--- config.mk ---
export PLATFORM = sky130hd
export DESIGN_NAME = dcache_rd_arbiter
export DESIGN_NICKNAME = d
export VERILOG_FILES = /design/src/common/dcache_pkg.sv /design/src/arbiter/dcache_rd_arbiter.sv
export VERILOG_INCLUDE_DIRS = /design/src /design/src/common
export SDC_FILE = /design/constraint.sdc
export NUM_CORES = 1
export LEC_CHECK = 0
export BUFFER_PORTS_ARGS = -buffer_cell sky130_fd_sc_hd__buf_4
export CAP_MARGIN = 20
export CORE_AREA = 2 2 39 41
export CTS_BUF_LIST = sky130_fd_sc_hd__clkbuf_8
export DETAILED_ROUTE_END_ITERATION = 12
export DIE_AREA = 0 0 41 43
export GPL_ROUTABILITY_DRIVEN = 0
export HOLD_SLACK_MARGIN = 0.02
export PLACE_DENSITY_LB_ADDON = 0.08
export SYNTH_ARGS = -nofsm -noshare
export SYNTH_HDL_FRONTEND = slang
export SYNTH_SLANG_ARGS = --single-unit
--- constraint.sdc ---
create_clock -name clk_i -period 2 [get_ports clk_i]
set_input_delay 0.2 -clock clk_i [delete_from_list [all_inputs] [get_ports clk_i]]
set_output_delay 0.2 -clock clk_i [all_outputs]
set_load 0.02 [all_outputs]
--- src/common/dcache_macros.svh ---
// fixed cache geometry; line width must be a power-of-two multiple of XLEN and sets a power of two
`ifndef DCACHE_MACROS_SVH
`define DCACHE_MACROS_SVH

// associativity
`define DCACHE_WAYS 4

// word width, one data bank holds one word per way
`define DCACHE_XLEN 32

// 128 bit line gives four banks, bank picked by offset bits 3:2
`define DCACHE_LINE_WIDTH 128

// 16 sets, 4 bit index
`define DCACHE_NUM_SETS 16

`define DCACHE_TAG_WIDTH 8

// read ports sharing the arrays
`define DCACHE_NUM_PORTS 3

`endif

--- src/common/dcache_pkg.sv ---
// types of the dcache memory block; widths follow dcache_macros.svh, no user or sideband bits
`include "dcache_macros.svh"

package dcache_pkg;

  localparam int unsigned NUM_BANKS  = `DCACHE_LINE_WIDTH / `DCACHE_XLEN;
  localparam int unsigned BYTE_W     = `DCACHE_XLEN / 8;
  localparam int unsigned IDX_W      = $clog2(`DCACHE_NUM_SETS);
  localparam int unsigned OFF_W      = $clog2(`DCACHE_LINE_WIDTH / 8);
  localparam int unsigned BANK_SEL_W = $clog2(NUM_BANKS);
  localparam int unsigned PORT_SEL_W = $clog2(`DCACHE_NUM_PORTS);
  localparam int unsigned WAY_SEL_W  = $clog2(`DCACHE_WAYS);

  typedef logic [IDX_W-1:0]              idx_t;
  typedef logic [OFF_W-1:0]              off_t;
  typedef logic [BANK_SEL_W-1:0]         bank_sel_t;
  typedef logic [PORT_SEL_W-1:0]         port_sel_t;
  typedef logic [`DCACHE_NUM_PORTS-1:0]  port_mask_t;
  typedef logic [`DCACHE_WAYS-1:0]       way_mask_t;
  typedef logic [NUM_BANKS-1:0]          bank_mask_t;
  typedef logic [`DCACHE_TAG_WIDTH-1:0]  tag_t;

  typedef struct packed {
    logic req;
    logic prio;
    logic tag_only;
    idx_t idx;
    off_t off;
  } rd_req_t;

  typedef rd_req_t [`DCACHE_NUM_PORTS-1:0] rd_req_arr_t;
  typedef tag_t    [`DCACHE_NUM_PORTS-1:0] rd_tag_arr_t;

  typedef struct packed {
    logic vld;
    tag_t tag;
  } tag_entry_t;

  typedef tag_entry_t [`DCACHE_WAYS-1:0] tag_row_t;

  // one word per way, one bank each
  typedef logic [`DCACHE_WAYS-1:0][`DCACHE_XLEN-1:0] data_row_t;
  typedef logic [`DCACHE_WAYS-1:0][BYTE_W-1:0]       data_be_t;

  typedef data_row_t [NUM_BANKS-1:0] data_bank_arr_t;
  typedef data_be_t  [NUM_BANKS-1:0] be_bank_arr_t;
  typedef idx_t      [NUM_BANKS-1:0] bank_idx_arr_t;

  typedef struct packed {
    logic                                 vld;
    way_mask_t                            we;
    tag_t                                 tag;
    idx_t                                 idx;
    logic [`DCACHE_LINE_WIDTH-1:0]        data;
    logic [`DCACHE_LINE_WIDTH/8-1:0]      be;
    way_mask_t                            vld_bits;
  } cl_wr_t;

  typedef struct packed {
    way_mask_t               req;
    idx_t                    idx;
    off_t                    off;
    logic [`DCACHE_XLEN-1:0] data;
    logic [BYTE_W-1:0]       be;
  } word_wr_t;

  typedef struct packed {
    way_mask_t               vld_bits;
    way_mask_t               hit_oh;
    logic [`DCACHE_XLEN-1:0] data;
  } rd_rsp_t;

endpackage

--- src/arbiter/dcache_rd_arbiter.sv ---
// no read is granted while a line write is valid; high priority requests starve low priority ones
`timescale 1ns/100ps
`include "dcache_macros.svh"

module dcache_rd_arbiter (
  input  logic                    clk_i,
  input  logic                    rst_ni,
  input  dcache_pkg::rd_req_arr_t rd_req_i,
  input  logic                    cl_vld_i,
  output dcache_pkg::port_mask_t  rd_ack_o,
  output dcache_pkg::port_sel_t   sel_o,
  output logic                    acked_o
);
  import dcache_pkg::*;

  port_mask_t req;
  port_mask_t req_prio;
  port_mask_t req_masked;
  port_sel_t  last_q;
  logic       found;

  //////////////////////////////////////////////////
  // priority mask
  //////////////////////////////////////////////////

  always_comb begin : p_mask
    for (int p = 0; p < `DCACHE_NUM_PORTS; p++) begin
      req[p]      = rd_req_i[p].req;
      req_prio[p] = rd_req_i[p].req & rd_req_i[p].prio;
    end
    // only high prio ports compete if any is present
    req_masked = (|req_prio) ? req_prio : req;
  end

  //////////////////////////////////////////////////
  // round robin search
  //////////////////////////////////////////////////

  // start one past the last winner and wrap around
  always_comb begin : p_search
    int cand;
    sel_o = last_q;
    found = 1'b0;
    for (int k = 1; k <= `DCACHE_NUM_PORTS; k++) begin
      cand = (int'(last_q) + k) % `DCACHE_NUM_PORTS;
      if (!found && req_masked[cand]) begin
        found = 1'b1;
        sel_o = port_sel_t'(cand);
      end
    end
  end

  assign acked_o = found & ~cl_vld_i;

  always_comb begin : p_ack
    rd_ack_o = '0;
    if (acked_o) begin
      rd_ack_o[sel_o] = 1'b1;
    end
  end

  // pointer starts at the last port so port 0 wins first
  always_ff @(posedge clk_i or negedge rst_ni) begin : p_last
    if (!rst_ni) begin
      last_q <= port_sel_t'(`DCACHE_NUM_PORTS - 1);
    end else if (acked_o) begin
      last_q <= sel_o;
    end
  end

endmodule

==> flow_summary.yaml, run 1 <==
setup_path:
  required_ns: 1.80
  crit_arrival_ns: 2.08
  cp_max_fo: 5
  cp-start-kind: "flop"
  end_kind: "primary output"
  criticalPathCategory: "flop to primary output"
routing:
  wire_per_inst_um: 13.2
  vias_per_cell: 5.21
  post-route-drc-count: 0
  drt-pass1-iter-count: 4
  vias: 563
  ant_nets: 0
  totalWireLength_mm: 1.43
  drt-initial-drc-count: 5
finish:
  drive_above_1_share_pct: 69.6
  layout.area.seq_sq_um: 51.3
  fillers: 134
  regMostFlops: "last_q"
  antenna_cells_inserted: 0
  nets: 132
  fin_util_pct: 64.4
  syn2layout_area_growth_pct: 135
  biggestRegsByFlops: "last_q x2"
  largest_reg_flops: 2
  multi_input_area_sq_um: 449
  stdcell_count: 108
sta:
  slew_viol_final: 0
  fin_crit_sh_pct: 114
  tightest_slew_ns: 0.414
  finalHoldViolCount: 0
  max_clock_freq_ghz: 0.439
  fin_skew_ns: 0.00180
  rsz0062_at_grt: "true"
  setup_ws_ns: -0.277
  relSlewSlack_pct: 72.1
  setup_violations: 7
  post-route-min-period_ns: 2.28
  holdWs_ns: 0.240
grt:
  grt_use_total_pct: 18.4
  grt_pass1_vias: 546
  grt_start_max_net_pins: 7
  antenna_found_initial: 0
  grt_pass1_wl_mm: 2.24
  grt_overflow_total: 0
yosys:
  syn_avg_cell_area_sq_um: 7.43
  ys_seq_elements: 2
  synth_top_family_by_area: "compound AO/OA/AOI/OAI gates"
  yosysSeqAreaShare_pct: 13.5
  synthSimpleGateAreaFrac_pct: 15.2
  synthDistinctLibCells: 27
  synth_compound_area_share_pct: 56.4
  ys_warn_count: 0
  syn-num-nets: 90
  muxShareOfSynthArea_pct: 0
  syn_area_sq_um: 379
  synth_fa_ha_area_share_pct: 9.90
  synth-xor-area-share_pct: 0
  synth_cells: 51
floorplanning:
  io_pins: 42
  core-area_sq_um: 1380
  dieArea_sq_um: 1760
  die_w_um: 41
  rows: 14
  die_h_um: 43
  start_util_pct: 27.4
placement:
  dpl.hpwl_mm: 1.00
  dp_cells: 99
  port_buffers: 14
  dp_worst_setup_slack_ns: -0.169
hold_path:
  hold_path_class: "input pin to flop"
clock_tree:
  clk_pin_slew_worst_paths_ns: 0.03
  htreeDepth: 1
  numCtsBuffers: 3
  clkSinkCount: 2
  cts_tree: "built"
  clock_path_buffers: 2
  clock_latency_ns: 0.21
  root_buffer: "clkbuf_8"
flow_run:
  drv_cap: 0
pwr:
  cellLeakagePower_uw: 0.000408
  power.density_nw_per_um2: 1890
  ir_drop_uv: 1210
outcome:
  violations: "negative setup slack"
  status: "finished, violations left"
[kinds of logic after synthesis]
kind of cell,count (synthesis)
adder cells (fa/ha/maj),3
flip-flops,2
buffers and inverters,5
AO/OA/AOI/OAI,29
AND/OR/NAND/NOR,12
[report_power, final]
group          internal, uW  switching, uW
registers              66.5           13.5
logic                   738            699
clock network           130           35.0
total                   935            747
[path summary, 6_finish.rpt]
check | start | to | slack, ns | cells after the start
max | last_q[1] | rd_ack_o[0] | -0.28 | 7
min | cl_vld_i | last_q[1] | 0.24 | 2
max reg2reg | last_q[1] | last_q[0] | -0.01 | 8
min reg2reg | last_q[0] | last_q[0] | 0.64 | 2
max in group asynchronous | rst_ni | last_q[1] | 1.48 | 2
min in group asynchronous | rst_ni | last_q[0] | 0.34 | 2
[synthesized netlist by cell type (all sizes together)]
| library cell | count | share of area [%] |
|---|---|---|
| nor2 | 3 | 3.0 |
| o31ai | 1 | 2.0 |
| o21ai | 2 | 2.6 |
| a22o | 1 | 2.3 |
| o22a | 1 | 2.3 |
| o221ai | 1 | 2.3 |
| clkbuf | 1 | 0.99 |
| nor3 | 2 | 2.6 |
| or2 | 1 | 1.7 |
| a22oi | 3 | 5.9 |
| o22ai | 1 | 1.7 |
| o21a | 1 | 2.0 |
| o211a | 2 | 5.3 |
| a2bb2oi | 2 | 6.3 |
| dfrtp | 1 | 6.6 |
| or4 | 1 | 2.0 |
| inv | 4 | 4.0 |
| a21oi | 10 | 13 |
| dfstp | 1 | 6.9 |
| a2111o | 1 | 3.0 |
| nand2 | 4 | 4.0 |
| o2111a | 1 | 3.0 |
| ha | 3 | 9.9 |
| a211oi | 1 | 2.0 |
| nand3b | 1 | 2.0 |
| a21bo | 1 | 2.6 |
[cell usage in the layout, fill, tap and decap left out, drive strengths merged]
cell type     n
nand2         4
a211oi        1
or2           1
a2bb2oi       2
a2111o        1
o221ai        1
o22a          1
o31ai         1
a22o          1
o21ai         2
or4           1
buf          37
o22ai         1
dlygate4sd3   1
o211a         2
o2111a        1
inv           5
dfstp         1
dfrtp         1
o21a          1
a21bo         1
a21oi        10
nor2          3
nor3          2
clkbuf        3
a22oi         3
nand3b        1
ha            3
[timing repair]
item                       in CTS  in global routing
gates resized for setup        12                 11
setup buffers                   3                  2
hold endpoints to repair        2                  0
hold buffers                    1                  0
pin swaps                       7                  5
setup endpoints to repair       8                  8
[through the flow]
step | total power [uW] | area (sq um) | TNS (ns)
final | 1680 | 891 | -1.27
after global routing | 1800 | 891 | -1.76
after CTS | 1540 | 835 | -1.36
after detailed placement | 1230 | 703 | -0.853
after global placement | 1230 | 703 | -0.752
after floorplan | 766 | 440 | -0.156
[layer usage]
layer	global-route usage (%)	routed length, um	vias to the layer above
met5	0	0	-
met1	22.7	584	263
li1	-	-	284
met4	4.00	0	0
met3	4.19	78	0
met2	30.9	765	16
[cell type report]
cell class              count  area share, %
clock buffers               3           4.63
clock inverters             1          0.421
inverters                   4           1.69
multi-input cells          44           50.4
flip-flops and latches      2           5.76
well taps                  16           2.25
repair buffers             38           34.8
[critical path: stages, from the launching register on]
cell	delay, ns
dfstp_2	0.55
inv_2	0.06
ha_4	0.17
a2111o_1	0.50
a22oi_2	0.21
a2bb2oi_4	0.19
nor3_4	0.06
buf_6	0.13
Note: power is estimated with default switching activity, not from simulation.
==> inputs of run 2 (changes only) <==
--- a/config.mk
+++ b/config.mk
@@ -15,2 +15,3 @@
 export GPL_ROUTABILITY_DRIVEN = 0
+export GPL_TIMING_DRIVEN = 0
 export HOLD_SLACK_MARGIN = 0.02
==> constraint.sdc (replaced) <==
create_clock -name clk_i -period 2 [get_ports clk_i]
set_input_delay 0.1 -clock clk_i [delete_from_list [all_inputs] [get_ports clk_i]]
set_output_delay 0.1 -clock clk_i [all_outputs]
set_load 0.02 [all_outputs]
==> run 2 against run 1 <==
The flow still finishes with violations (negative setup slack); combinational power is 17% lower; first-iteration DRC count is 100% lower; register-to-register slack better by 0.09 ns; worst setup slack better by 0.054 ns; via count is 12% lower; sequential power is 0.6% higher; total power is 15% lower; critical endpoint unchanged; highest routed layer unchanged.
==> flow_summary.yaml, run 2 (synthesized netlist as in run 1, its figures left out) <==
pwr:
  power_uw: 1430
  ir_drop_uv: 977
  power.density_nw_per_um2: 1930
  cellLeakagePower_uw: 0.000323
setup_path:
  cp-start-kind: "flop"
  reg2reg_depth: 8
  end_kind: "primary output"
  timing.rr.end: "last_q[0]"
  r2r_slack_ns: 0.08
  r2r_start: "last_q[1]"
  crit_arrival_ns: 2.12
  criticalPathCategory: "flop to primary output"
  required_ns: 1.90
  cp_max_fo: 6
grt:
  antenna_found_initial: 0
  grt_pass1_vias: 470
  grt_overflow_total: 0
  grt_use_total_pct: 15.3
  grt_start_max_net_pins: 7
  grt_pass1_wl_mm: 1.93
finish:
  layout_common_cells: "17 x buf_4, 7 x a21oi_1, 4 x buf_6"
  regMostFlops: "last_q"
  syn2layout_area_growth_pct: 95.7
  mostFrequentLayoutCell: "buf_4"
  biggestRegsByFlops: "last_q x2"
  antenna_cells_inserted: 0
  drive_above_1_share_pct: 60.5
  largest_reg_flops: 2
  nets: 116
sta:
  tightest_slew_ns: 0.533
  finalHoldViolCount: 0
  setup_violations: 6
  fin_crit_sh_pct: 111
  relSlewSlack_pct: 64.2
  fin_skew_ns: 0.00151
  setup_ws_ns: -0.223
  slew_viol_final: 0
  post-route-min-period_ns: 2.22
  rsz0062_at_grt: "true"
  max_clock_freq_ghz: 0.450
clock_tree:
  cts_tree: "built"
  htreeDepth: 1
  clk_pin_slew_worst_paths_ns: 0.03
  root_buffer: "clkbuf_8"
  clock_path_buffers: 2
  clkSinkCount: 2
  clock_latency_ns: 0.21
  numCtsBuffers: 3
floorplanning:
  io_pins: 42
  rows: 14
  die_h_um: 43
  dieArea_sq_um: 1760
  core-area_sq_um: 1380
  die_w_um: 41
  start_util_pct: 27.4
routing:
  drt-initial-drc-count: 0
  post-route-drc-count: 0
  vias_per_cell: 5.39
  wire_per_inst_um: 13.3
  ant_nets: 0
  drt-pass1-iter-count: 1
  vias: 496
  totalWireLength_mm: 1.23
hold_path:
  holdPathStages: 2
  hold_start: "cl_vld_i"
  whs_endpoint: "last_q[1]"
  hold_path_class: "input pin to flop"
placement:
  port_buffers: 14
  dpl.hpwl_um: 847
  dp_worst_setup_slack_ns: -0.165
outcome:
  violations: "negative setup slack"
  status: "finished, violations left"
flow_run:
  drv_cap: 0
run 2: worst max path at each step:
| stage | start | cells past startpoint | slack (ns) | endpoint |
|---|---|---|---|---|
| 2_1_floorplan | last_q[1] | 8 | -0.02 | rd_ack_o[0] |
| 3_3_place_gp | last_q[1] | 9 | -0.16 | rd_ack_o[0] |
| 3_5_place_dp | last_q[1] | 9 | -0.17 | rd_ack_o[0] |
| 4_1_cts | last_q[1] | 9 | -0.27 | rd_ack_o[0] |
| 5_1_grt | last_q[1] | 8 | -0.31 | rd_ack_o[0] |
| 6_report | last_q[1] | 8 | -0.22 | rd_ack_o[0] |
run 2: power by group:
group	switching, uW	leakage, uW	total, uW	internal, uW
combinational	622	0.000274	1190	569
clock	32.7	0.0000269	163	130
sequential	14.0	0.0000221	80.5	66.5
total	669	0.000323	1430	766
run 2: repair_timing:
action | CTS | global route
gates cloned | 0 | 0
endpoints found under the setup margin | 8 | 7
resized for setup | 11 | 9
pin swaps | 5 | 5
setup buffers | 4 | 3
hold buffers | 1 | 0
hold endpoints to repair | 2 | 0
run 2: layout make-up:
| class | instances | area, sq um |
|---|---|---|
| timing repair buffer | 22 | 183 |
| tap | 16 | 20.0 |
| sequential | 2 | 51.3 |
| fill | 134 | 642 |
| clock inverter | 1 | 3.75 |
| clock buffer | 3 | 41.3 |
| inverter | 4 | 15.0 |
| multi-input combinational | 44 | 428 |
run 2: layer usage:
metal	vias to the layer above	wire [um]	global-route usage, %
met2	12	649	25.0
met1	231	517	20.1
li1	253	-	-
met4	0	0	4.00
met3	0	58	2.09
met5	-	0	0
run 2: through the flow:
stage / hold WS, ns / setup TNS [ns] / utilization (%) / instances / instance area [sq um]
6_report: 0.135 / -0.788 / 53.6 / 92 / 742
5_1_grt: 0.144 / -1.34 / 53.6 / 92 / 742
4_1_cts: 0.118 / -1.02 / 50.5 / 90 / 699
3_5_place_dp: -0.118 / -0.647 / 40.7 / 81 / 563
3_3_place_gp: -0.118 / -0.650 / 40.7 / 81 / 563
2_1_floorplan: -0.196 / -0.0235 / - / 51 / 438
run 2: critical path, stage by stage, from the launching register on:
cell and delay [ns]:
dfstp_2 0.55, ha_4 0.16, nand2_2 0.05, o211a_1 0.10, a2111o_1 0.43, a22oi_2 0.24, a2bb2oi_4 0.19, nor3_4 0.06
buf_6 0.13
