**config.mk**
```make
export PLATFORM = sky130hd
export DESIGN_NAME = cache_sram
export DESIGN_NICKNAME = d
export VERILOG_FILES = /design/src/cache_sram.sv
export VERILOG_INCLUDE_DIRS = /design/src /design/src/common
export SDC_FILE = /design/constraint.sdc
export NUM_CORES = 1
export LEC_CHECK = 0
export BUFFER_PORTS_ARGS = -buffer_cell sky130_fd_sc_hd__buf_4
export CAP_MARGIN = 5
export CORE_MARGIN = 2
export CORE_UTILIZATION = 30
export CTS_BUF_LIST = sky130_fd_sc_hd__clkbuf_2 sky130_fd_sc_hd__clkbuf_4 sky130_fd_sc_hd__clkbuf_8
export DETAILED_ROUTE_END_ITERATION = 16
export GPL_ROUTABILITY_DRIVEN = 0
export GPL_TIMING_DRIVEN = 0
export SLEW_MARGIN = 10
export SYNTH_ARGS = -nofsm -noshare
export SYNTH_HDL_FRONTEND = slang
export SYNTH_SLANG_ARGS = --single-unit
```
**constraint.sdc**
```tcl
create_clock -name clk_i -period 2.9 [get_ports clk_i]
set_clock_uncertainty 0.2 [all_clocks]
set_input_delay 0.29 -clock clk_i [delete_from_list [all_inputs] [get_ports clk_i]]
set_output_delay 0.29 -clock clk_i [all_outputs]
set_load 0.01 [all_outputs]
```
**src/common/dcache_macros.svh**
```systemverilog
// fixed cache geometry; line width must be a power-of-two multiple of XLEN and sets a power of two
`ifndef DCACHE_MACROS_SVH
`define DCACHE_MACROS_SVH

// associativity
`define DCACHE_WAYS 4

// word width, one data bank holds one word per way
`define DCACHE_XLEN 32

// 128 bit line gives four banks, bank picked by offset bits 3:2
`define DCACHE_LINE_WIDTH 128

// 16 sets, 4 bit index
`define DCACHE_NUM_SETS 16

`define DCACHE_TAG_WIDTH 8

// read ports sharing the arrays
`define DCACHE_NUM_PORTS 3

`endif

```
**src/cache_sram.sv**
```systemverilog
// contents are not reset; row width must equal mask bits times MaskGrain; rdata holds during writes
`timescale 1ns/100ps
`include "dcache_macros.svh"

module cache_sram #(
  parameter type         row_t     = logic,
  parameter type         mask_t    = logic,
  parameter int unsigned MaskGrain = 8
) (
  input  logic                                clk_i,
  input  logic                                req_i,
  input  logic                                we_i,
  input  logic [$clog2(`DCACHE_NUM_SETS)-1:0] addr_i,
  input  row_t                                wdata_i,
  input  mask_t                               mask_i,
  output row_t                                rdata_o
);

  localparam int unsigned RowBits   = $bits(row_t);
  localparam int unsigned NumGrains = $bits(mask_t);

  logic [RowBits-1:0]   mem_q [`DCACHE_NUM_SETS];
  logic [RowBits-1:0]   wbits;
  logic [NumGrains-1:0] wmask;
  logic [RowBits-1:0]   rdata_q;

  assign wbits   = wdata_i;
  assign wmask   = mask_i;
  assign rdata_o = row_t'(rdata_q);

  always_ff @(posedge clk_i) begin : p_array
    if (req_i) begin
      if (we_i) begin
        for (int unsigned g = 0; g < NumGrains; g++) begin
          if (wmask[g]) begin
            mem_q[addr_i][g*MaskGrain +: MaskGrain] <= wbits[g*MaskGrain +: MaskGrain];
          end
        end
      end else begin
        rdata_q <= mem_q[addr_i];
      end
    end
  end

endmodule

```
==> metrics.txt, run 1 <==
per-instance average area after synthesis=about 14 um^2; starting utilization of the core area=0.318; clock tree from TritonCTS=yes; clock sink count=17; critical path required time=2.75 ns; later-pin clock latency in the skew report=0.29 ns; power per unit of standard cell area=482 mW/mm^2; total clock buffers created by CTS=3; clk slew on worst S/H paths=between 0.1 and 0.15 ns; First DRT Iteration DRCs=9; non-filler instance count after layout=97; number of register bits inferred by synthesis=17; Net Switching=96.4 uW; synthesized netlist net count=66; cell area after synthesis=796 um^2; outcome=complete, no violations; layout overhead on the synthesized area=13.8%; floorplan die height=55.5 um; switching part of the total=0.221; routed length per placed instance=14.6 um; largest incremental delay on the critical path=0.50 ns; dominant cell type by area after synthesis=edfxtp_1; fin crit share=0.518; achievable frequency=0.666 GHz; Antenna Cells=0; Resized cells post-CTS=0; CP Class=reg2reg; Clock Tree Root=clkbuf_4; slowest CP cell=mux4_1; Cell Rows=18; part of the power in the clock network=0.293; class of the tightest hold or removal check=in2reg; count of hold-fix buffers inserted at cts=0; Worst Setup Start Kind=flop; fraction of layout instances using a drive strength above 1=0.209; all-layer global routing usage=0.105; count of pins over their slew limit=0; Synth cell types=14; Primary FF master, synth=edfxtp_1; cell internal power dissipation=340 uW; Tmin final=approximately 1.5 ns; Final Routed Wirelength=1.41 mm; half-perimeter wire length after placement=999 um; max capacitance violation total=0; maximum number of pins on one net before global-route repair=17; Relative slew margins=0.771; initial antenna violation count=0; static leakage=0.000306 uW; sequential fraction of the synthesis area=0.642; setup TNS=0 ns; Overflow after GRT=0; detail-routed via count per cell=4.95; most frequently used cell type in the post-synthesis netlist=edfxtp_1; nets@finish=77; first-pass iteration count of the detailed router=4; Max rail drop VDD=0.000228 V; Fillers=259; Post-Syn Instances=57; proportion of register bits with asynchronous set or reset after synthesis=0; Setup-failing EPs final=0; worst path arrival time=about 1.4 ns; die boundary width=between 50 and 60 um; remaining antenna violation count=0; top fanout value on the critical path=1; top-area cell type share of the netlist area=0.642; Comb power frac=0.082; via count of the first global-routing pass=522; total number of H-tree levels=1; number of enable flip-flop cells after synthesis=17; dpl cells=93; most frequent cells after synthesis=edfxtp_1 (17), nor2_1 (13); unrepaired setup endpoints after global routing=no; number of top-level pins=10; wire length of the first global-routing pass=2.42 mm; buffers inserted during post-CTS setup optimization=0; Critical Path, Cell by Cell=mux4_1, nand3_1, nand4_1; Synth warnings=0; endpoint class of the critical path=flop; Remaining DRCs=0; Floorplan Core Area=~0.0025 mm^2; top area cells in the synthesized netlist=edfxtp_1 (64%), mux4_1 (13%), nor2_1 (6.1%); share of total power in sequential cells=0.625; Bufs on Longest Clock Path=2; area of the die=0.00308 mm^2; Hold Violations, Final=0; via total after detailed routing=480; transition time at the pin with the least slew margin=0.344 ns; number of port buffers=6
cell families after synthesis:
logic type,share of synthesized area
buffers and inverters,0.0251
flip-flops,0.642
multiplexers,0.132
AND/OR/NAND/NOR,0.201
sequential cells by signal (all words and copies together), names as in the netlist:
signal,cells
mem_q,16
rdata_o,1
critical path, delay by kind of cell (launching register included):
kind | cells | cell delay [ns]
flops | 1 | 0.37
mux | 1 | 0.50
simple gates | 2 | 0.19
per-stage QoR:
| step | setup WS [ns] | total power [uW] | hold WS, ns | cell area (um^2) | utilization |
|---|---|---|---|---|---|
| 2_1_floorplan | 1.37 | 299 | 0.189 | 796 | - |
| 3_3_place_gp | 1.31 | 313 | 0.391 | 878 | 0.351 |
| 3_5_place_dp | 1.29 | 314 | 0.400 | 878 | 0.351 |
| 4_1_cts | 1.38 | 441 | 0.0846 | 906 | 0.362 |
| 5_1_grt | 1.36 | 450 | 0.106 | 906 | 0.362 |
| 6_report | 1.40 | 437 | 0.0945 | 906 | 0.362 |
metal layers:
| layer | wire length, um | track usage |
|---|---|---|
| met1 | 653 | 0.123 |
| met4 | 12 | 0.0627 |
| met3 | 45 | 0.0258 |
| met5 | 0 | 0 |
| met2 | 702 | 0.172 |
power groups by stage:
stage                     clock network, uW  logic (uW)  registers (uW)
after floorplan                           0        20.0             279
after global routing                    138        39.1             273
after global placement                    0        35.0             278
after detailed placement                  0        35.8             279
final                                   128        35.7             273
after CTS                               132        35.9             273
layout by cell type (no fill, tap or decap), drive strengths merged:
master  Yosys  routed
nor2       13      13
edfxtp     17      17
mux4        4       4
buf         1       7
and3        1       1
nand2       4       4
and3b       1       1
clkinv      0       1
nand2b      4       4
nor3        4       4
nand4       1       1
nor2b       2       2
clkbuf      2       5
nand3       3       3
area by class of cell:
class / count / area [um^2] / share of cell area
sequential: 17 / 510 / 0.564
clock inverter: 1 / 5.00 / 0.00552
buffer: 3 / 20.0 / 0.0221
tap: 30 / 37.5 / 0.0414
multi-input combinational: 37 / 265 / 0.293
timing repair buffer: 6 / 45.0 / 0.0497
clock buffer: 3 / 22.5 / 0.0249
final timing paths:
| kind | slack [ns] | startpoint | cells after the start | endpoint |
|---|---|---|---|---|
| min reg2reg | 0.56 | mem_q[7]$_DFFE_PP_ | 3 | rdata_o$_DFFE_PP_ |
| max reg2reg | 1.40 | mem_q[13]$_DFFE_PP_ | 3 | rdata_o$_DFFE_PP_ |
| max | 1.40 | mem_q[13]$_DFFE_PP_ | 3 | rdata_o$_DFFE_PP_ |
| min | 0.09 | we_i | 2 | rdata_o$_DFFE_PP_ |
Note: power is estimated with default switching activity, not from simulation.
==> run 2: changes to the inputs <==
ABC_AREA = 1   (was not set)
clock period = 1.55 ns   (was 2.9 ns; I/O delays follow)
==> metrics.txt, run 2 <==
outcome=complete, no violations; Post-Syn Instances=99; crit-path most repeated cell=nand2_1; most frequently used cell type in the post-synthesis netlist=nand2_1; initial antenna violation count=0; Fillers=290; worst path arrival time=1.10 ns; transition time at the pin with the least slew margin=0.282 ns; Most flops, register=mem_q; Tmin final=1.24 ns; Synth warnings=0; detail-routed via count per cell=4.41; top-area cell type share of the netlist area=0.614; Clock Tree Root=clkbuf_4; later-pin clock latency in the skew report=0.29 ns; remaining antenna violation count=0; top area cells in the synthesized netlist=edfxtp_1 (61%), nand2_1 (20%), nor2_1 (9.5%); Remaining DRCs=0; number of enable flip-flop cells after synthesis=17; total number of H-tree levels=1; smallest setup slack after layout=0.313 ns; First DRT Iteration DRCs=21; placement-stage worst setup slack=0.149 ns; Final Routed Wirelength=1.48 mm; via total after detailed routing=639; count of pins over their slew limit=0; all-layer global routing usage=0.103; Relative slew margins=0.811; commonest cells after routing, fill and taps aside=nand2_1 (45), nor2_1 (21), edfxtp_1 (17); endpoint class of the critical path=flop; most frequent cells after synthesis=nand2_1 (45), nor2_1 (21), edfxtp_1 (17), inv_1 (10), nand3_1 (4); Synth cell types=7; clock sink count=17; clk slew on worst S/H paths=0.10 ns; slowest CP cell=edfxtp_1; Max rail drop VDD=0.000460 V; top fanout value on the critical path=1; Floorplan Core Area=between 0.002 and 0.003 mm^2; Overflow after GRT=0; class of the tightest hold or removal check=in2reg; CP Class=reg2reg; proportion of register bits with asynchronous set or reset after synthesis=0; cell area after synthesis=approximately 830 um^2; static leakage=0.000439 uW; Hold Violations, Final=0; clock tree from TritonCTS=yes; largest incremental delay on the critical path=0.38 ns; critical path required time=roughly 1.4 ns; Primary FF master, synth=edfxtp_1; half-perimeter wire length after placement=between 1 and 1.5 mm; die boundary width=56.6 um; number of port buffers=9; Worst Setup Start Kind=flop; sequential cell area in the final layout=510 um^2; starting utilization of the core area=0.309; sequential fraction of the synthesis area=0.614; wire length of the first global-routing pass=2.50 mm; area of the multi-input gates=268 um^2; unrepaired setup endpoints after global routing=no; total clock buffers created by CTS=3; fin crit share=0.798; first-pass iteration count of the detailed router=4; final core utilization=0.367; dominant cell type by area after synthesis=edfxtp_1; number of top-level pins=10; number of register bits inferred by synthesis=17; Critical Path, Cell by Cell=nand2_1, nand2_1, nand2_1, nand2_1, nand2_1, nand2_1, inv_1, nand2_1; Setup-failing EPs final=0; Antenna Cells=0; setup TNS=0 ns; layout overhead on the synthesized area=18.5%; synthesized netlist net count=roughly 110; area of the die=between 0.003 and 0.004 mm^2; fraction of layout instances using a drive strength above 1=0.132; floorplan die height=between 50 and 60 um; routed length per placed instance=10.2 um; most common cell after layout, fill and taps aside=nand2_1; Bufs on Longest Clock Path=2; Largest register FFs=16; via count of the first global-routing pass=607; achievable frequency=0.809 GHz; max capacitance violation total=0; nets@finish=124; Cell Rows=19; maximum number of pins on one net before global-route repair=17; power per unit of standard cell area=842 mW/mm^2; per-instance average area after synthesis=about 8.4 um^2
[run 2: changes by cell type after synthesis, moves of 2 or more]
cell | previous run | this run
inv_1 | 0 | 10
nor2b_1 | 2 | 0
nor3_1 | 4 | 0
nand2_1 | 4 | 45
nand2b_1 | 4 | 0
mux4_1 | 4 | 0
nor2_1 | 13 | 21
[run 2: per-layer routing]
metal | routed length (um) | track usage
met1 | 691 | 0.122
met2 | 700 | 0.174
met3 | 57 | 0.0276
met4 | 29 | 0.0408
met5 | 0 | 0
[run 2: stage by stage]
step / power [uW] / area, um^2 / hold slack (ns) / std cells
after CTS: 838 / 985 / 0.00731 / 145
final: 829 / 985 / 0.000540 / 145
after detailed placement: 604 / 937 / 0.255 / 139
after global routing: 869 / 985 / 0.0225 / 145
after global placement: 603 / 937 / 0.247 / 139
after floorplan: 566 / 831 / 0.0539 / 99
[run 2: cell families after synthesis]
group | share of synthesized area
simple gates | 0.322
flops | 0.614
buf+inv | 0.0633
[run 2: power breakdown]
group	switching (uW)	total, uW	leakage [uW]	internal (uW)
combinational	50.5	85.1	0.000267	34.6
sequential	0.884	511	0.000154	510
clock	137	233	0.0000177	96.0
[run 2: final timing paths]
check	startpoint	end	slack, ns	depth (start not counted)
max	mem_q[3]$_DFFE_PP_	rdata_o$_DFFE_PP_	0.31	8
min	req_i	rdata_o$_DFFE_PP_	0.0005	3
max reg2reg	mem_q[3]$_DFFE_PP_	rdata_o$_DFFE_PP_	0.31	8
min reg2reg	mem_q[8]$_DFFE_PP_	rdata_o$_DFFE_PP_	0.60	8
[run 2: cell type report]
| class | instances | area share |
|---|---|---|
| Buffer | 1 | 0.0114 |
| Sequential cell | 17 | 0.518 |
| Tap cell | 31 | 0.0394 |
| Inverter | 11 | 0.0419 |
| Multi-Input combinational cell | 70 | 0.272 |
| Timing Repair Buffer | 11 | 0.0889 |
| Clock inverter | 1 | 0.00508 |
| Clock buffer | 3 | 0.0229 |
[run 2: critical path, delay by kind of cell, from the launching register on]
| family | cells | cell delay [ns] |
|---|---|---|
| flops | 1 | 0.38 |
| simple gates | 7 | 0.37 |
| buf+inv | 1 | 0.05 |
[run 2: timing repair]
| item | 4_1_cts | 5_1_grt |
|---|---|---|
| resized for setup | 0 | 0 |
| hold buffers | 2 | 0 |
| hold endpoints to repair | 17 | 0 |
| buffers inserted | 0 | 0 |
==> run 3: changes to the inputs <==
clock period = 1.3 ns   (was 1.55 ns; I/O delays follow)
==> metrics.txt, run 3 (synthesized netlist as in run 2, its figures left out) <==
outcome=complete, no violations; critical path required time=1.16 ns; first-pass iteration count of the detailed router=4; smallest setup slack after layout=0.0632 ns; die boundary width=56.6 um; maximum number of pins on one net before global-route repair=17; routed wire length on met2=723 um; total number of H-tree levels=1; dpl cells=139; number of port buffers=9; switching part of the total=0.226; area of the multi-input gates=about 270 um^2; top fanout value on the critical path=1; clock sink count=17; Max rail drop VDD=0.000551 V; starting utilization of the core area=0.309; total clock buffers created by CTS=3; transition time at the pin with the least slew margin=0.283 ns; top routing layer used=met4; worst path arrival time=1.09 ns; floorplan die height=56.6 um; Net Switching=224 uW; worst hold slack=0.116 ns; nets@finish=between 100 and 150; all-layer global routing usage=0.102; class of the tightest hold or removal check=in2reg; Fillers=290; share of total power in sequential cells=0.615; Overflow after GRT=0; Largest register FFs=16; clk slew on worst S/H paths=0.10 ns; part of the power in the clock network=0.280; layout overhead on the synthesized area=19.7%; Clock Tree Root=clkbuf_4; Cell Rows=19; unrepaired setup endpoints after global routing=yes; most common cell after layout, fill and taps aside=nand2_1; power per unit of standard cell area=995 mW/mm^2; Antenna Cells=0; static leakage=0.000443 uW; placement-stage worst setup slack=-0.0758 ns; Remaining DRCs=0; Comb power frac=0.105; Most flops, register=mem_q; fraction of layout instances using a drive strength above 1=0.130; sequential cell area in the final layout=510 um^2; endpoint class of the critical path=flop; later-pin clock latency in the skew report=0.29 ns; detail-routed via count per cell=4.44; Bufs on Longest Clock Path=2; via total after detailed routing=648; Final Routed Wirelength=1.49 mm; remaining antenna violation count=0; Hold Violations, Final=0; First DRT Iteration DRCs=19; wire length of the first global-routing pass=2.47 mm; routed length per placed instance=10.2 um; max capacitance violation total=0; Setup-failing EPs final=0; Floorplan Core Area=around 0.0027 mm^2; WL met1=686 um; Worst Setup Start Kind=flop; fin crit share=0.951; Tmin final=1.24 ns; via count of the first global-routing pass=606; non-filler instance count after layout=146; initial antenna violation count=0; count of pins over their slew limit=0; Relative slew margins=0.811; clock tree from TritonCTS=yes; commonest cells after routing, fill and taps aside=nand2_1 (45), nor2_1 (21), edfxtp_1 (17); half-perimeter wire length after placement=1.12 mm; number of top-level pins=10; CP Class=reg2reg; wire length on met3=~65 um; Resized cells post-CTS=0; cell internal power dissipation=765 uW; achievable frequency=0.809 GHz; area of the die=approximately 0.0032 mm^2; setup TNS=0 ns
-- run 3: cell count changes in the layout (fill, tap and decap cells not counted), sizes merged --
cell         delta
dlygate4sd3     +1
-- run 3: metrics by stage --
step           total power, uW  utilization  instance area [um^2]
2_1_floorplan              674            -                   831
3_3_place_gp               719        0.349                   937
3_5_place_dp               721        0.349                   937
4_1_cts                   1000        0.370                   995
5_1_grt                   1040        0.370                   995
6_report                   989        0.370                   995
-- run 3: cell type report --
type,count,share of cell area
buffer,1,0.0113
clock buffer,3,0.0226
clock inverter,1,0.00503
sequential,17,0.513
timing repair buffer,12,0.0981
multi-input combinational,70,0.269
inverter,11,0.0415
tap,31,0.0390
-- run 3: metal layers --
metal  GRT usage  vias to the layer above
met2       0.171                       12
met4      0.0408                        0
li1            -                      339
met5           0                        -
met3      0.0300                        4
met1       0.120                      293
-- run 3: power groups by stage --
stage	clock, uW	sequential [uW]	combinational [uW]
6_report	277	609	104
2_1_floorplan	0	622	52.2
4_1_cts	286	609	106
3_5_place_dp	0	621	99.2
3_3_place_gp	0	621	97.6
5_1_grt	308	609	121
-- run 3: worst max-delay path: stages, from the launching register on --
cell and delay, ns:
edfxtp_1 0.38, nand2_1 0.07, nand2_1 0.05, nand2_1 0.05, nand2_1 0.05, nand2_1 0.05, nand2_1 0.05, inv_1 0.05
nand2_1 0.05
-- run 3: final timing paths --
check | from | to | slack, ns | depth (start not counted)
hold / removal | addr_i[3] | mem_q[1]$_DFFE_PP_ | 0.12 | 4
setup reg to reg | mem_q[3]$_DFFE_PP_ | rdata_o$_DFFE_PP_ | 0.06 | 8
setup / recovery | mem_q[3]$_DFFE_PP_ | rdata_o$_DFFE_PP_ | 0.06 | 8
hold reg to reg | mem_q[8]$_DFFE_PP_ | rdata_o$_DFFE_PP_ | 0.60 | 8
-- run 3: timing repair --
| item | 4_1_cts | 5_1_grt |
|---|---|---|
| hold buffers | 3 | 0 |
| endpoints found under the hold margin | 17 | 0 |
| endpoints found under the setup margin | 0 | 1 |
| buffers inserted | 0 | 0 |
