## config.mk

```make
export PLATFORM = sky130hd
export DESIGN_NAME = dcache_hit_select
export DESIGN_NICKNAME = d
export VERILOG_FILES = /design/src/common/dcache_pkg.sv /design/src/dcache_hit_select.sv
export VERILOG_INCLUDE_DIRS = /design/src /design/src/common
export SDC_FILE = /design/constraint.sdc
export NUM_CORES = 1
export LEC_CHECK = 0
export ABC_AREA = 1
export BUFFER_PORTS_ARGS = -buffer_cell sky130_fd_sc_hd__buf_2
export CORE_AREA = 2 2 240 242
export DETAILED_ROUTE_END_ITERATION = 10
export DIE_AREA = 0 0 242 244
export PLACE_DENSITY = 0.41
export SYNTH_ARGS = -nofsm -noshare
export SYNTH_HDL_FRONTEND = slang
export SYNTH_SLANG_ARGS = --single-unit
```

## constraint.sdc

```tcl
create_clock -name clk_i -period 2.23 [get_ports clk_i]
set_input_delay 0.223 -clock clk_i [delete_from_list [all_inputs] [get_ports clk_i]]
set_output_delay 0.223 -clock clk_i [all_outputs]
set_load 0.01 [all_outputs]
```

## src/common/dcache_macros.svh

```systemverilog
// fixed cache geometry; line width must be a power-of-two multiple of XLEN and sets a power of two
`ifndef DCACHE_MACROS_SVH
`define DCACHE_MACROS_SVH

// associativity
`define DCACHE_WAYS 4

// word width, one data bank holds one word per way
`define DCACHE_XLEN 32

// 128 bit line gives four banks, bank picked by offset bits 3:2
`define DCACHE_LINE_WIDTH 128

// 16 sets, 4 bit index
`define DCACHE_NUM_SETS 16

`define DCACHE_TAG_WIDTH 8

// read ports sharing the arrays
`define DCACHE_NUM_PORTS 3

`endif

```

## src/common/dcache_pkg.sv

```systemverilog
// types of the dcache memory block; widths follow dcache_macros.svh, no user or sideband bits
`include "dcache_macros.svh"

package dcache_pkg;

  localparam int unsigned NUM_BANKS  = `DCACHE_LINE_WIDTH / `DCACHE_XLEN;
  localparam int unsigned BYTE_W     = `DCACHE_XLEN / 8;
  localparam int unsigned IDX_W      = $clog2(`DCACHE_NUM_SETS);
  localparam int unsigned OFF_W      = $clog2(`DCACHE_LINE_WIDTH / 8);
  localparam int unsigned BANK_SEL_W = $clog2(NUM_BANKS);
  localparam int unsigned PORT_SEL_W = $clog2(`DCACHE_NUM_PORTS);
  localparam int unsigned WAY_SEL_W  = $clog2(`DCACHE_WAYS);

  typedef logic [IDX_W-1:0]              idx_t;
  typedef logic [OFF_W-1:0]              off_t;
  typedef logic [BANK_SEL_W-1:0]         bank_sel_t;
  typedef logic [PORT_SEL_W-1:0]         port_sel_t;
  typedef logic [`DCACHE_NUM_PORTS-1:0]  port_mask_t;
  typedef logic [`DCACHE_WAYS-1:0]       way_mask_t;
  typedef logic [NUM_BANKS-1:0]          bank_mask_t;
  typedef logic [`DCACHE_TAG_WIDTH-1:0]  tag_t;

  typedef struct packed {
    logic req;
    logic prio;
    logic tag_only;
    idx_t idx;
    off_t off;
  } rd_req_t;

  typedef rd_req_t [`DCACHE_NUM_PORTS-1:0] rd_req_arr_t;
  typedef tag_t    [`DCACHE_NUM_PORTS-1:0] rd_tag_arr_t;

  typedef struct packed {
    logic vld;
    tag_t tag;
  } tag_entry_t;

  typedef tag_entry_t [`DCACHE_WAYS-1:0] tag_row_t;

  // one word per way, one bank each
  typedef logic [`DCACHE_WAYS-1:0][`DCACHE_XLEN-1:0] data_row_t;
  typedef logic [`DCACHE_WAYS-1:0][BYTE_W-1:0]       data_be_t;

  typedef data_row_t [NUM_BANKS-1:0] data_bank_arr_t;
  typedef data_be_t  [NUM_BANKS-1:0] be_bank_arr_t;
  typedef idx_t      [NUM_BANKS-1:0] bank_idx_arr_t;

  typedef struct packed {
    logic                                 vld;
    way_mask_t                            we;
    tag_t                                 tag;
    idx_t                                 idx;
    logic [`DCACHE_LINE_WIDTH-1:0]        data;
    logic [`DCACHE_LINE_WIDTH/8-1:0]      be;
    way_mask_t                            vld_bits;
  } cl_wr_t;

  typedef struct packed {
    way_mask_t               req;
    idx_t                    idx;
    off_t                    off;
    logic [`DCACHE_XLEN-1:0] data;
    logic [BYTE_W-1:0]       be;
  } word_wr_t;

  typedef struct packed {
    way_mask_t               vld_bits;
    way_mask_t               hit_oh;
    logic [`DCACHE_XLEN-1:0] data;
  } rd_rsp_t;

endpackage

```

## src/dcache_hit_select.sv

```systemverilog
// rd_tag_i of the granted port is sampled one cycle after its ack; data is zero on a miss or tag-only read
`timescale 1ns/100ps
`include "dcache_macros.svh"

module dcache_hit_select (
  input  logic                       clk_i,
  input  logic                       rst_ni,
  input  dcache_pkg::port_sel_t      sel_i,
  input  logic                       acked_i,
  input  logic                       tag_only_i,
  input  dcache_pkg::off_t           off_i,
  input  dcache_pkg::rd_tag_arr_t    rd_tag_i,
  input  dcache_pkg::tag_row_t       tag_rdata_i,
  input  dcache_pkg::data_bank_arr_t bank_rdata_i,
  output dcache_pkg::rd_rsp_t        rd_rsp_o
);
  import dcache_pkg::*;

  port_sel_t            sel_q;
  bank_sel_t            bank_q;
  logic                 cmp_en_q;
  logic                 data_en_q;
  way_mask_t            vld_bits;
  way_mask_t            hit_oh;
  logic [WAY_SEL_W-1:0] hit_idx;

  //////////////////////////////////////////////////
  // request stage
  //////////////////////////////////////////////////

  // arbiter already holds off acks during line writes
  always_ff @(posedge clk_i or negedge rst_ni) begin : p_regs
    if (!rst_ni) begin
      sel_q     <= '0;
      bank_q    <= '0;
      cmp_en_q  <= 1'b0;
      data_en_q <= 1'b0;
    end else begin
      sel_q     <= sel_i;
      bank_q    <= off_i[OFF_W-1 -: BANK_SEL_W];
      cmp_en_q  <= acked_i;
      data_en_q <= acked_i & ~tag_only_i;
    end
  end

  //////////////////////////////////////////////////
  // tag compare and word select
  //////////////////////////////////////////////////

  always_comb begin : p_hit
    for (int w = 0; w < `DCACHE_WAYS; w++) begin
      vld_bits[w] = tag_rdata_i[w].vld;
      hit_oh[w]   = (tag_rdata_i[w].tag == rd_tag_i[sel_q]) & tag_rdata_i[w].vld & cmp_en_q;
    end
  end

  // lowest hitting way wins, walk down so it is written last
  always_comb begin : p_way_sel
    hit_idx = '0;
    for (int w = `DCACHE_WAYS - 1; w >= 0; w--) begin
      if (hit_oh[w]) begin
        hit_idx = WAY_SEL_W'(w);
      end
    end
  end

  assign rd_rsp_o.vld_bits = vld_bits;
  assign rd_rsp_o.hit_oh   = hit_oh;
  assign rd_rsp_o.data     = (data_en_q && |hit_oh) ? bank_rdata_i[bank_q][hit_idx] : '0;

endmodule

```

==> run_results.csv, run 1 <==
group,metric,value,unit
global_routing,antenna_found_initial,19,
finish,fin_nets,2446,
clocking,clkTransAtPathRegs,40,ps
timing,maxSlewHeadroom,70.3,%
finish,regArea,154,um^2
critical_path,path_cells,"buf_12, nor2_8, buf_12, nand2_4, nand2_4, xor2_1, nand3b_1, nor2_4, nand2_2, nand2_4, buf_6, nand3_1, nand3_1, a21oi_2, buf_2",
route,drc,0,
logic_synthesis,syn_nets,1774,
placement,dpl.hpwl,49600,um
timing,fin_crit,3040,ps
finish,syn2layout_area_growth,109,%
clocking,cts_root_buffer,"clkbuf_16",
power,irDropWorstVdd,0.428,mV
global_routing,overflow,0,
status,violations,"negative setup slack",
critical_path,end_kind,"output pin",
timing,fin_crit_sh,136,%
floorplan,die-area,59000,um^2
global_routing,grt_max_degree,55,
global_routing,grt_pass1_wl,78200,um
placement,place_congestion,0.961,
route,drt-total-wl,57800,um
critical_path,critPathSlowestCell,"dfrtp_1",
timing,rsz0062_at_grt,"true",
clocking,cts_tree,"done",
global_routing,grt_pass1_vias,11500,
route,wire_per_inst,22.1,um
run,drv_cap,0,
floorplan,rows,87,
floorplan,die_h,244,um
finish,layout_commonest_cell,"buf_2",
clocking,htree_levels,1,
logic_synthesis,ys_seq_area_share,2.50,%
finish,drive_gt1_share,50.3,%
finish,multiInputGateArea,5910,um^2
clocking,cts_max_path_buffers,2,
route,vias_per_cell,4.35,
global_routing,track_usage,18.1,%
route,drt-initial-drc-count,598,
critical_path,crit_family,"simple AND/OR/NAND/NOR gates",
timing,max_freq,329,MHz
critical_path,crit_path_start_kind,"flip-flop",
finish,final_cell_mix,"buf_2 (591), nand2_1 (489), a21oi_1 (133), a32o_1 (127), buf_4 (117)",
timing,slew_violations,0,
power,cellPowerDensity,205,nW/um^2
clocking,cts_inserted_buffers,3,
timing,setup_slack,-810,ps
timing,finalSetupViolCount,35,
critical_path,cp_max_fo,19,
critical_path,worstPathRequired,2010,ps
route,num_vias,11400,
logic_synthesis,syn-cell-area,6000,um^2
floorplan,start_util,10.7,%
floorplan,io_pins,622,
route,antenna_left,0,
placement,dpl.cell_count,2584,
logic_synthesis,yosysWarnings,0,
floorplan,design.core.area,56200,um^2
route,drtPass1Iterations,5,
finish,final.fill_count,6612,
floorplan,die_w,242,um
critical_path,path_buf_inv,4,
logic_synthesis,synth-async-reset-ratio,100,%
placement,io_buffers,619,
logic_synthesis,synth-main-ff-cell,"dfrtp_1",
logic_synthesis,syn_area_per_cell,5.03,um^2
power,p_total,2560,uW
clocking,cts_sinks,6,
timing,hold_viol,0,
critical_path,crit_type,"flip-flop to output pin",
status,status,"complete, but fails checks",
logic_synthesis,synth_enable_flop_cells,0,
critical_path,cpPeakStageDelay,380,ps
critical_path,path_common_cell,"nand2_4",
critical_path,cp.arrival,2820,ps
logic_synthesis,synth_cell_types,27,
worst_hold_path,hp-class,"input pin to flip-flop",
logic_synthesis,ys_ff_latch,6,
logic_synthesis,synthCells,1192,
timing,max_slew.worst_pin.slew,446,ps
finish,fin_cells,2623,
power,leakagePower,0.00627,uW
-- flip-flops by register name, indices dropped and copies added, names as in the netlist --
| signal | count |
|---|---|
| bank_q | 2 |
| cmp_en_q | 1 |
| data_en_q | 1 |
| sel_q | 2 |
-- kinds of logic (layout without fill, tap and decap cells) --
group | count (synthesis) | count (layout) | synth area share, %
AO/OA/AOI/OAI | 305 | 305 | 36.1
XOR/XNOR | 6 | 6 | 0.876
buffers and inverters | 170 | 840 | 11.9
flip-flops | 6 | 6 | 2.50
other | 0 | 4 | 0
AND/OR/NAND/NOR | 705 | 706 | 48.6
-- per-layer routing --
layer,part of all wire [%],wire [um],global-route usage (%),vias to the layer above
met5,0.23,131,0,-
met4,2.5,1450,4.50,20
met3,7.2,4140,4.47,72
met2,50,28800,33.1,536
met1,40,23300,20.9,5283
li1,-,-,-,5511
-- worst paths after layout --
| path | from | end | slack (ps) | depth (start not counted) |
|---|---|---|---|---|
| worst max-delay path | sel_q[0] | rd_rsp_o[0] | -810 | 15 |
| worst min-delay path | off_i[2] | bank_q[0] | 90 | 1 |
| max in group asynchronous | rst_ni | bank_q[0] | 1700 | 2 |
| min in group asynchronous | rst_ni | bank_q[1] | 350 | 2 |
-- stage by stage --
step / instance area, um^2 / setup slack, ps / hold slack [ps] / setup TNS (ps) / util [%]
6_report: 12500 / -810 / 94.4 / -24430 / 22.3
5_1_grt: 12500 / -960 / 96.9 / -30230 / 22.3
4_1_cts: 12000 / -840 / 91.3 / -25300 / 21.3
3_5_place_dp: 11100 / -834 / 79.0 / -22870 / 19.8
3_3_place_gp: 11100 / -837 / 79.0 / -23370 / 19.8
2_1_floorplan: 6110 / -9.53 / -72.6 / -9.53 / -
-- synthesized netlist by cell type, types with 4 or more instances --
cell type,number,area (um^2)
o21ai_0,7,35.0
buf_2,24,120
nand3b_1,6,45.0
nand2_2,8,50.1
a21oi_1,165,826
buf_1,7,26.3
o21ai_1,4,20.0
nand2_1,516,1940
inv_1,48,180
xor2_1,4,35.0
buf_4,7,52.6
clkbuf_1,79,297
dfrtp_1,6,150
nand3_1,151,756
nor2_1,17,63.8
a32o_1,127,1270
-- cell type report --
type / count / area share (%)
Multi-Input combinational cell: 1017 / 47.2
Timing Repair Buffer: 785 / 41.6
Tap cell: 756 / 7.56
Inverter: 51 / 1.71
Sequential cell: 6 / 1.23
Clock buffer: 4 / 0.630
Antenna cell: 4 / 0.0800
-- power breakdown --
group	switching, uW	internal [uW]	total, uW
Clock	76.2	239	315
Sequential	8.21	116	124
Combinational	1110	1010	2120
Total	1200	1360	2560
-- timing repair --
action	CTS	global route
pin swaps	15	16
hold buffers	1	0
setup endpoints to repair	36	36
hold endpoints to repair	6	0
buffers inserted	16	7
cloned	4	4
resized for setup	123	78
Note: power is estimated with default switching activity, not from simulation.
==> inputs of run 2 (changes only) <==
Settings changed: CELL_PAD_IN_SITES_DETAIL_PLACEMENT set to 1, CELL_PAD_IN_SITES_GLOBAL_PLACEMENT set to 1, CORE_AREA 2 2 240 242 to 2 2 244 246, DIE_AREA 0 0 242 244 to 0 0 246 248, PLACE_DENSITY 0.41 to 0.56.
==> run_results.csv, run 2 (same netlist as run 1, synthesis figures left out) <==
group,metric,value,unit
status,status,"complete, but fails checks",
status,violations,"negative setup slack",
placement,dpl.cell_count,2607,
timing,fin_setup_tns,-27290,ps
critical_path,crit_family,"simple AND/OR/NAND/NOR gates",
critical_path,path_common_cell,"nand2_8",
route,drc,0,
global_routing,antenna_found_initial,9,
critical_path,worstPathRequired,2010,ps
power,p_int,1380,uW
power,netSwitchingPower,1250,uW
power,switching_share,47.4,%
route,num_vias,11400,
critical_path,crit_type,"flip-flop to output pin",
critical_path,crit_path_start_kind,"flip-flop",
timing,max_freq,322,MHz
route,antenna_left,0,
timing,setup_slack,-872,ps
placement,place_congestion,0.887,
critical_path,cp-startpoint,"sel_q[0]",
finish,regArea,154,um^2
clocking,cts_root_buffer,"clkbuf_16",
power,clockPowerShare,11.9,%
floorplan,rows,89,
finish,design_area,12900,um^2
route,drt-initial-drc-count,398,
floorplan,design.core.area,58500,um^2
clocking,htree_levels,1,
finish,final.fill_count,7466,
critical_path,critPathSlowestCell,"dfrtp_1",
route,wire_per_inst,21.6,um
power,combPwrFrac,83.4,%
clocking,clkTransAtPathRegs,40,ps
critical_path,cpPeakStageDelay,410,ps
floorplan,start_util,10.3,%
global_routing,overflow,0,
timing,rsz0062_at_grt,"true",
run,drv_cap,0,
timing,fin_crit_sh,139,%
critical_path,cp.depth,17,
finish,syn2layout_area_growth,115,%
placement,placed_area,11100,um^2
global_routing,grt_max_degree,53,
placement,io_buffers,619,
floorplan,die-area,61000,um^2
critical_path,end_kind,"output pin",
critical_path,endpoint,"rd_rsp_o[3]",
placement,dpl.hpwl,48300,um
timing,slew_violations,0,
global_routing,grt_pass1_vias,12100,
finish,multiInputGateArea,6140,um^2
power,cellPowerDensity,204,nW/um^2
finish,drive_gt1_share,51.9,%
clocking,cts_sinks,6,
route,drt-total-wl,57200,um
power,p_seq_share,4.7,%
finish,final_cell_mix,"buf_2 (593), nand2_1 (473), a21oi_1 (133), a32o_1 (127), buf_4 (112)",
global_routing,grt_pass1_wl,78300,um
timing,hold_viol,0,
finish,final_util,22.0,%
power,irDropWorstVdd,0.420,mV
finish,layout_commonest_cell,"buf_2",
timing,max_slew.worst_pin.slew,489,ps
critical_path,path_buf_inv,5,
finish,fin_cells,2652,
power,leakagePower,0.00640,uW
floorplan,die_w,246,um
timing,finalSetupViolCount,34,
route,vias_per_cell,4.31,
timing,fin_crit,3100,ps
power,p_total,2630,uW
clocking,cts_tree,"done",
worst_hold_path,hp-class,"input pin to flip-flop",
critical_path,cp_max_fo,6,
floorplan,io_pins,622,
floorplan,die_h,248,um
route,drtPass1Iterations,6,
critical_path,path_cells,"buf_6, nor2_8, buf_12, nand2_8, nand2_8, xor2_1, nand3b_1, nor2_2, nand2_2, nand2_4, nand2_8, buf_12, buf_8, nand2_4, nand3_4, a21oi_4, buf_6",
finish,reg_top3,"bank_q (2), sel_q (2)",
critical_path,cp.arrival,2880,ps
timing,maxSlewHeadroom,67.4,%
clocking,cts_inserted_buffers,3,
global_routing,track_usage,17.3,%
finish,fin_nets,2459,
clocking,cts_max_path_buffers,2,
-- run 2: power by group through the flow --
stage          Combinational (uW)  Clock (uW)  Sequential [uW]
2_1_floorplan                 841           0              118
5_1_grt                      2390         325              125
3_5_place_dp                 2030           0              125
4_1_cts                      2130         317              124
3_3_place_gp                 2020           0              125
6_report                     2190         313              124
-- run 2: final cells by class --
| cell class | count | share of cell area, % |
|---|---|---|
| multi-input combinational | 1016 | 47.6 |
| timing repair buffer | 799 | 41.3 |
| tap | 773 | 7.51 |
| inverter | 51 | 1.66 |
| sequential | 6 | 1.19 |
| clock buffer | 4 | 0.612 |
| antenna | 3 | 0.0583 |
-- run 2: how the worst min path moves through the flow --
stage,start,endpoint,slack (ps),depth (start not counted)
finish,sel_i[0],sel_q[0],90,1
global route,off_i[2],bank_q[0],90,1
CTS,sel_i[0],sel_q[0],90,1
detailed placement,rst_ni,bank_q[1],80,1
global placement,rst_ni,bank_q[1],80,1
floorplan,rst_ni,bank_q[0],-70,0
-- run 2: per-stage QoR --
| step | setup WS [ps] | hold slack [ps] |
|---|---|---|
| final | -872 | 92.4 |
| after global routing | -1030 | 94.5 |
| after CTS | -876 | 91.7 |
| after detailed placement | -941 | 77.8 |
| after global placement | -912 | 75.7 |
| after floorplan | -9.53 | -72.6 |
-- run 2: what timing repair did --
action / 4_1_cts / 5_1_grt
cloned: 5 / 4
buffers inserted: 21 / 9
setup endpoints to repair: 34 / 36
resized for setup: 113 / 154
pin swaps: 23 / 44
hold endpoints to repair: 6 / 0
hold buffers: 1 / 0
-- run 2: per-layer routing --
metal	vias to the layer above	share of wire [%]	global-route usage, %	routed length [um]
met1	5419	37	18.3	21200
li1	5537	-	-	-
met3	41	6.2	3.02	3570
met5	-	0.11	0	65
met2	413	55	35.4	31300
met4	10	1.8	3.39	1020
==> inputs of run 3 (changes only) <==
Settings changed: GPL_TIMING_DRIVEN set to 0.
==> run_results.csv, run 3 (same netlist as run 1, synthesis figures left out) <==
group,metric,value,unit
critical_path,cpPeakStageDelay,400,ps
route,wire_per_inst,25.5,um
finish,syn2layout_area_growth,108,%
global_routing,track_usage,20.9,%
timing,finalSetupViolCount,35,
run,drv_cap,0,
critical_path,crit_family,"buffers and inverters",
clocking,clkTransAtPathRegs,40,ps
floorplan,design.core.area,58500,um^2
status,violations,"negative setup slack",
timing,fin_crit,3130,ps
finish,final_cell_mix,"buf_2 (597), nand2_1 (470), a21oi_1 (132), a32o_1 (127), nand3_1 (78)",
floorplan,die-area,61000,um^2
timing,whs,97.7,ps
global_routing,grt_max_degree,11,
critical_path,critPathSlowestCell,"dfrtp_1",
power,irDropWorstVdd,0.374,mV
critical_path,crit_type,"flip-flop to output pin",
route,num_vias,11800,
placement,place_congestion,0.899,
critical_path,cp.arrival,2900,ps
critical_path,worstPathRequired,2010,ps
timing,fin_crit_sh,140,%
global_routing,grt_pass1_vias,12700,
route,drtPass1Iterations,4,
power,cellPowerDensity,205,nW/um^2
floorplan,io_pins,622,
clocking,cts_max_path_buffers,2,
route,drc,0,
floorplan,die_h,248,um
placement,dpl.hpwl,56400,um
clocking,cts_sinks,6,
power,leakagePower,0.00603,uW
worst_hold_path,hp-class,"input pin to flip-flop",
floorplan,rows,89,
timing,max_freq,320,MHz
route,vias_per_cell,4.46,
power,p_total,2560,uW
timing,rsz0062_at_grt,"true",
finish,layout_commonest_cell,"buf_2",
finish,reg_top3,"bank_q (2), sel_q (2)",
route,drt-initial-drc-count,615,
clocking,cts_root_buffer,"clkbuf_16",
critical_path,cp_max_fo,6,
finish,regArea,150,um^2
clocking,cts_tree,"done",
timing,setup_slack,-897,ps
critical_path,path_common_cell,"buf_6",
clocking,cts_inserted_buffers,3,
global_routing,grt_pass1_wl,90900,um
critical_path,end_kind,"output pin",
timing,hold_viol,0,
timing,slew_violations,0,
critical_path,path_buf_inv,7,
placement,io_buffers,619,
global_routing,antenna_found_initial,19,
floorplan,start_util,10.3,%
finish,drive_gt1_share,50.2,%
critical_path,crit_path_start_kind,"flip-flop",
clocking,htree_levels,1,
floorplan,die_w,246,um
route,drt-total-wl,67400,um
timing,max_slew.worst_pin.slew,834,ps
critical_path,path_cells,"buf_6, nor2_8, buf_12, nand2_8, nand2_8, xor2_1, nand3b_1, buf_4, o21ai_4, buf_6, nand3_4, buf_6, buf_16, nand3_4, a21oi_2, buf_2",
global_routing,overflow,0,
timing,maxSlewHeadroom,44.4,%
finish,final.fill_count,7421,
finish,multiInputGateArea,6340,um^2
route,antenna_left,0,
status,status,"complete, but fails checks",
finish,fin_nets,2453,
[run 3: path summary, 6_finish.rpt]
path                       startpoint            to  slack, ps  cells after the start
max                          sel_q[0]  rd_rsp_o[17]       -900                     16
min                          sel_i[1]      sel_q[1]        100                      1
max in group asynchronous      rst_ni     bank_q[0]       1680                      2
min in group asynchronous      rst_ni     bank_q[1]        370                      2
[run 3: area by class of cell]
| type | count | share of cell area [%] |
|---|---|---|
| Multi-Input combinational cell | 1017 | 50.8 |
| Buffer | 119 | 6.73 |
| Tap cell | 773 | 7.74 |
| Inverter | 51 | 1.59 |
| Antenna cell | 3 | 0.0601 |
| Sequential cell | 6 | 1.20 |
| Timing Repair Buffer | 673 | 31.3 |
| Clock buffer | 3 | 0.601 |
[run 3: per-stage QoR]
| step | util, % | instances | instance area, um^2 | TNS, ps | worst slack, ps |
|---|---|---|---|---|---|
| final | 21.4 | 2645 | 12500 | -27520 | -897 |
| after global placement | 17.4 | 2584 | 10200 | -44260 | -1780 |
| after global routing | 21.4 | 2643 | 12500 | -31550 | -1000 |
| after CTS | 20.6 | 2633 | 12100 | -28100 | -928 |
| after floorplan | - | 1192 | 6110 | -9.53 | -9.53 |
| after detailed placement | 17.4 | 2584 | 10200 | -45720 | -1890 |
[run 3: repair_timing]
item / CTS / global route
cloned: 10 / 1
hold buffers: 1 / 0
setup endpoints to repair: 36 / 36
pin swaps: 34 / 33
buffers inserted: 35 / 9
gates resized for setup: 329 / 83
endpoints found under the hold margin: 6 / 0
[run 3: where the power goes]
group / switching (uW) / leakage, uW / internal, uW
registers: 8.30 / 0.0000711 / 115
clock network: 67.5 / 0.0000370 / 231
logic: 1230 / 0.00592 / 907
[run 3: routing by layer]
layer  GRT usage [%]  share of wire, %  vias up
met2            39.9                51      531
met1            23.8                39     5643
met5               0              0.12        -
met4            5.22               2.9       12
li1                -                 -     5515
met3            3.51               6.3       91
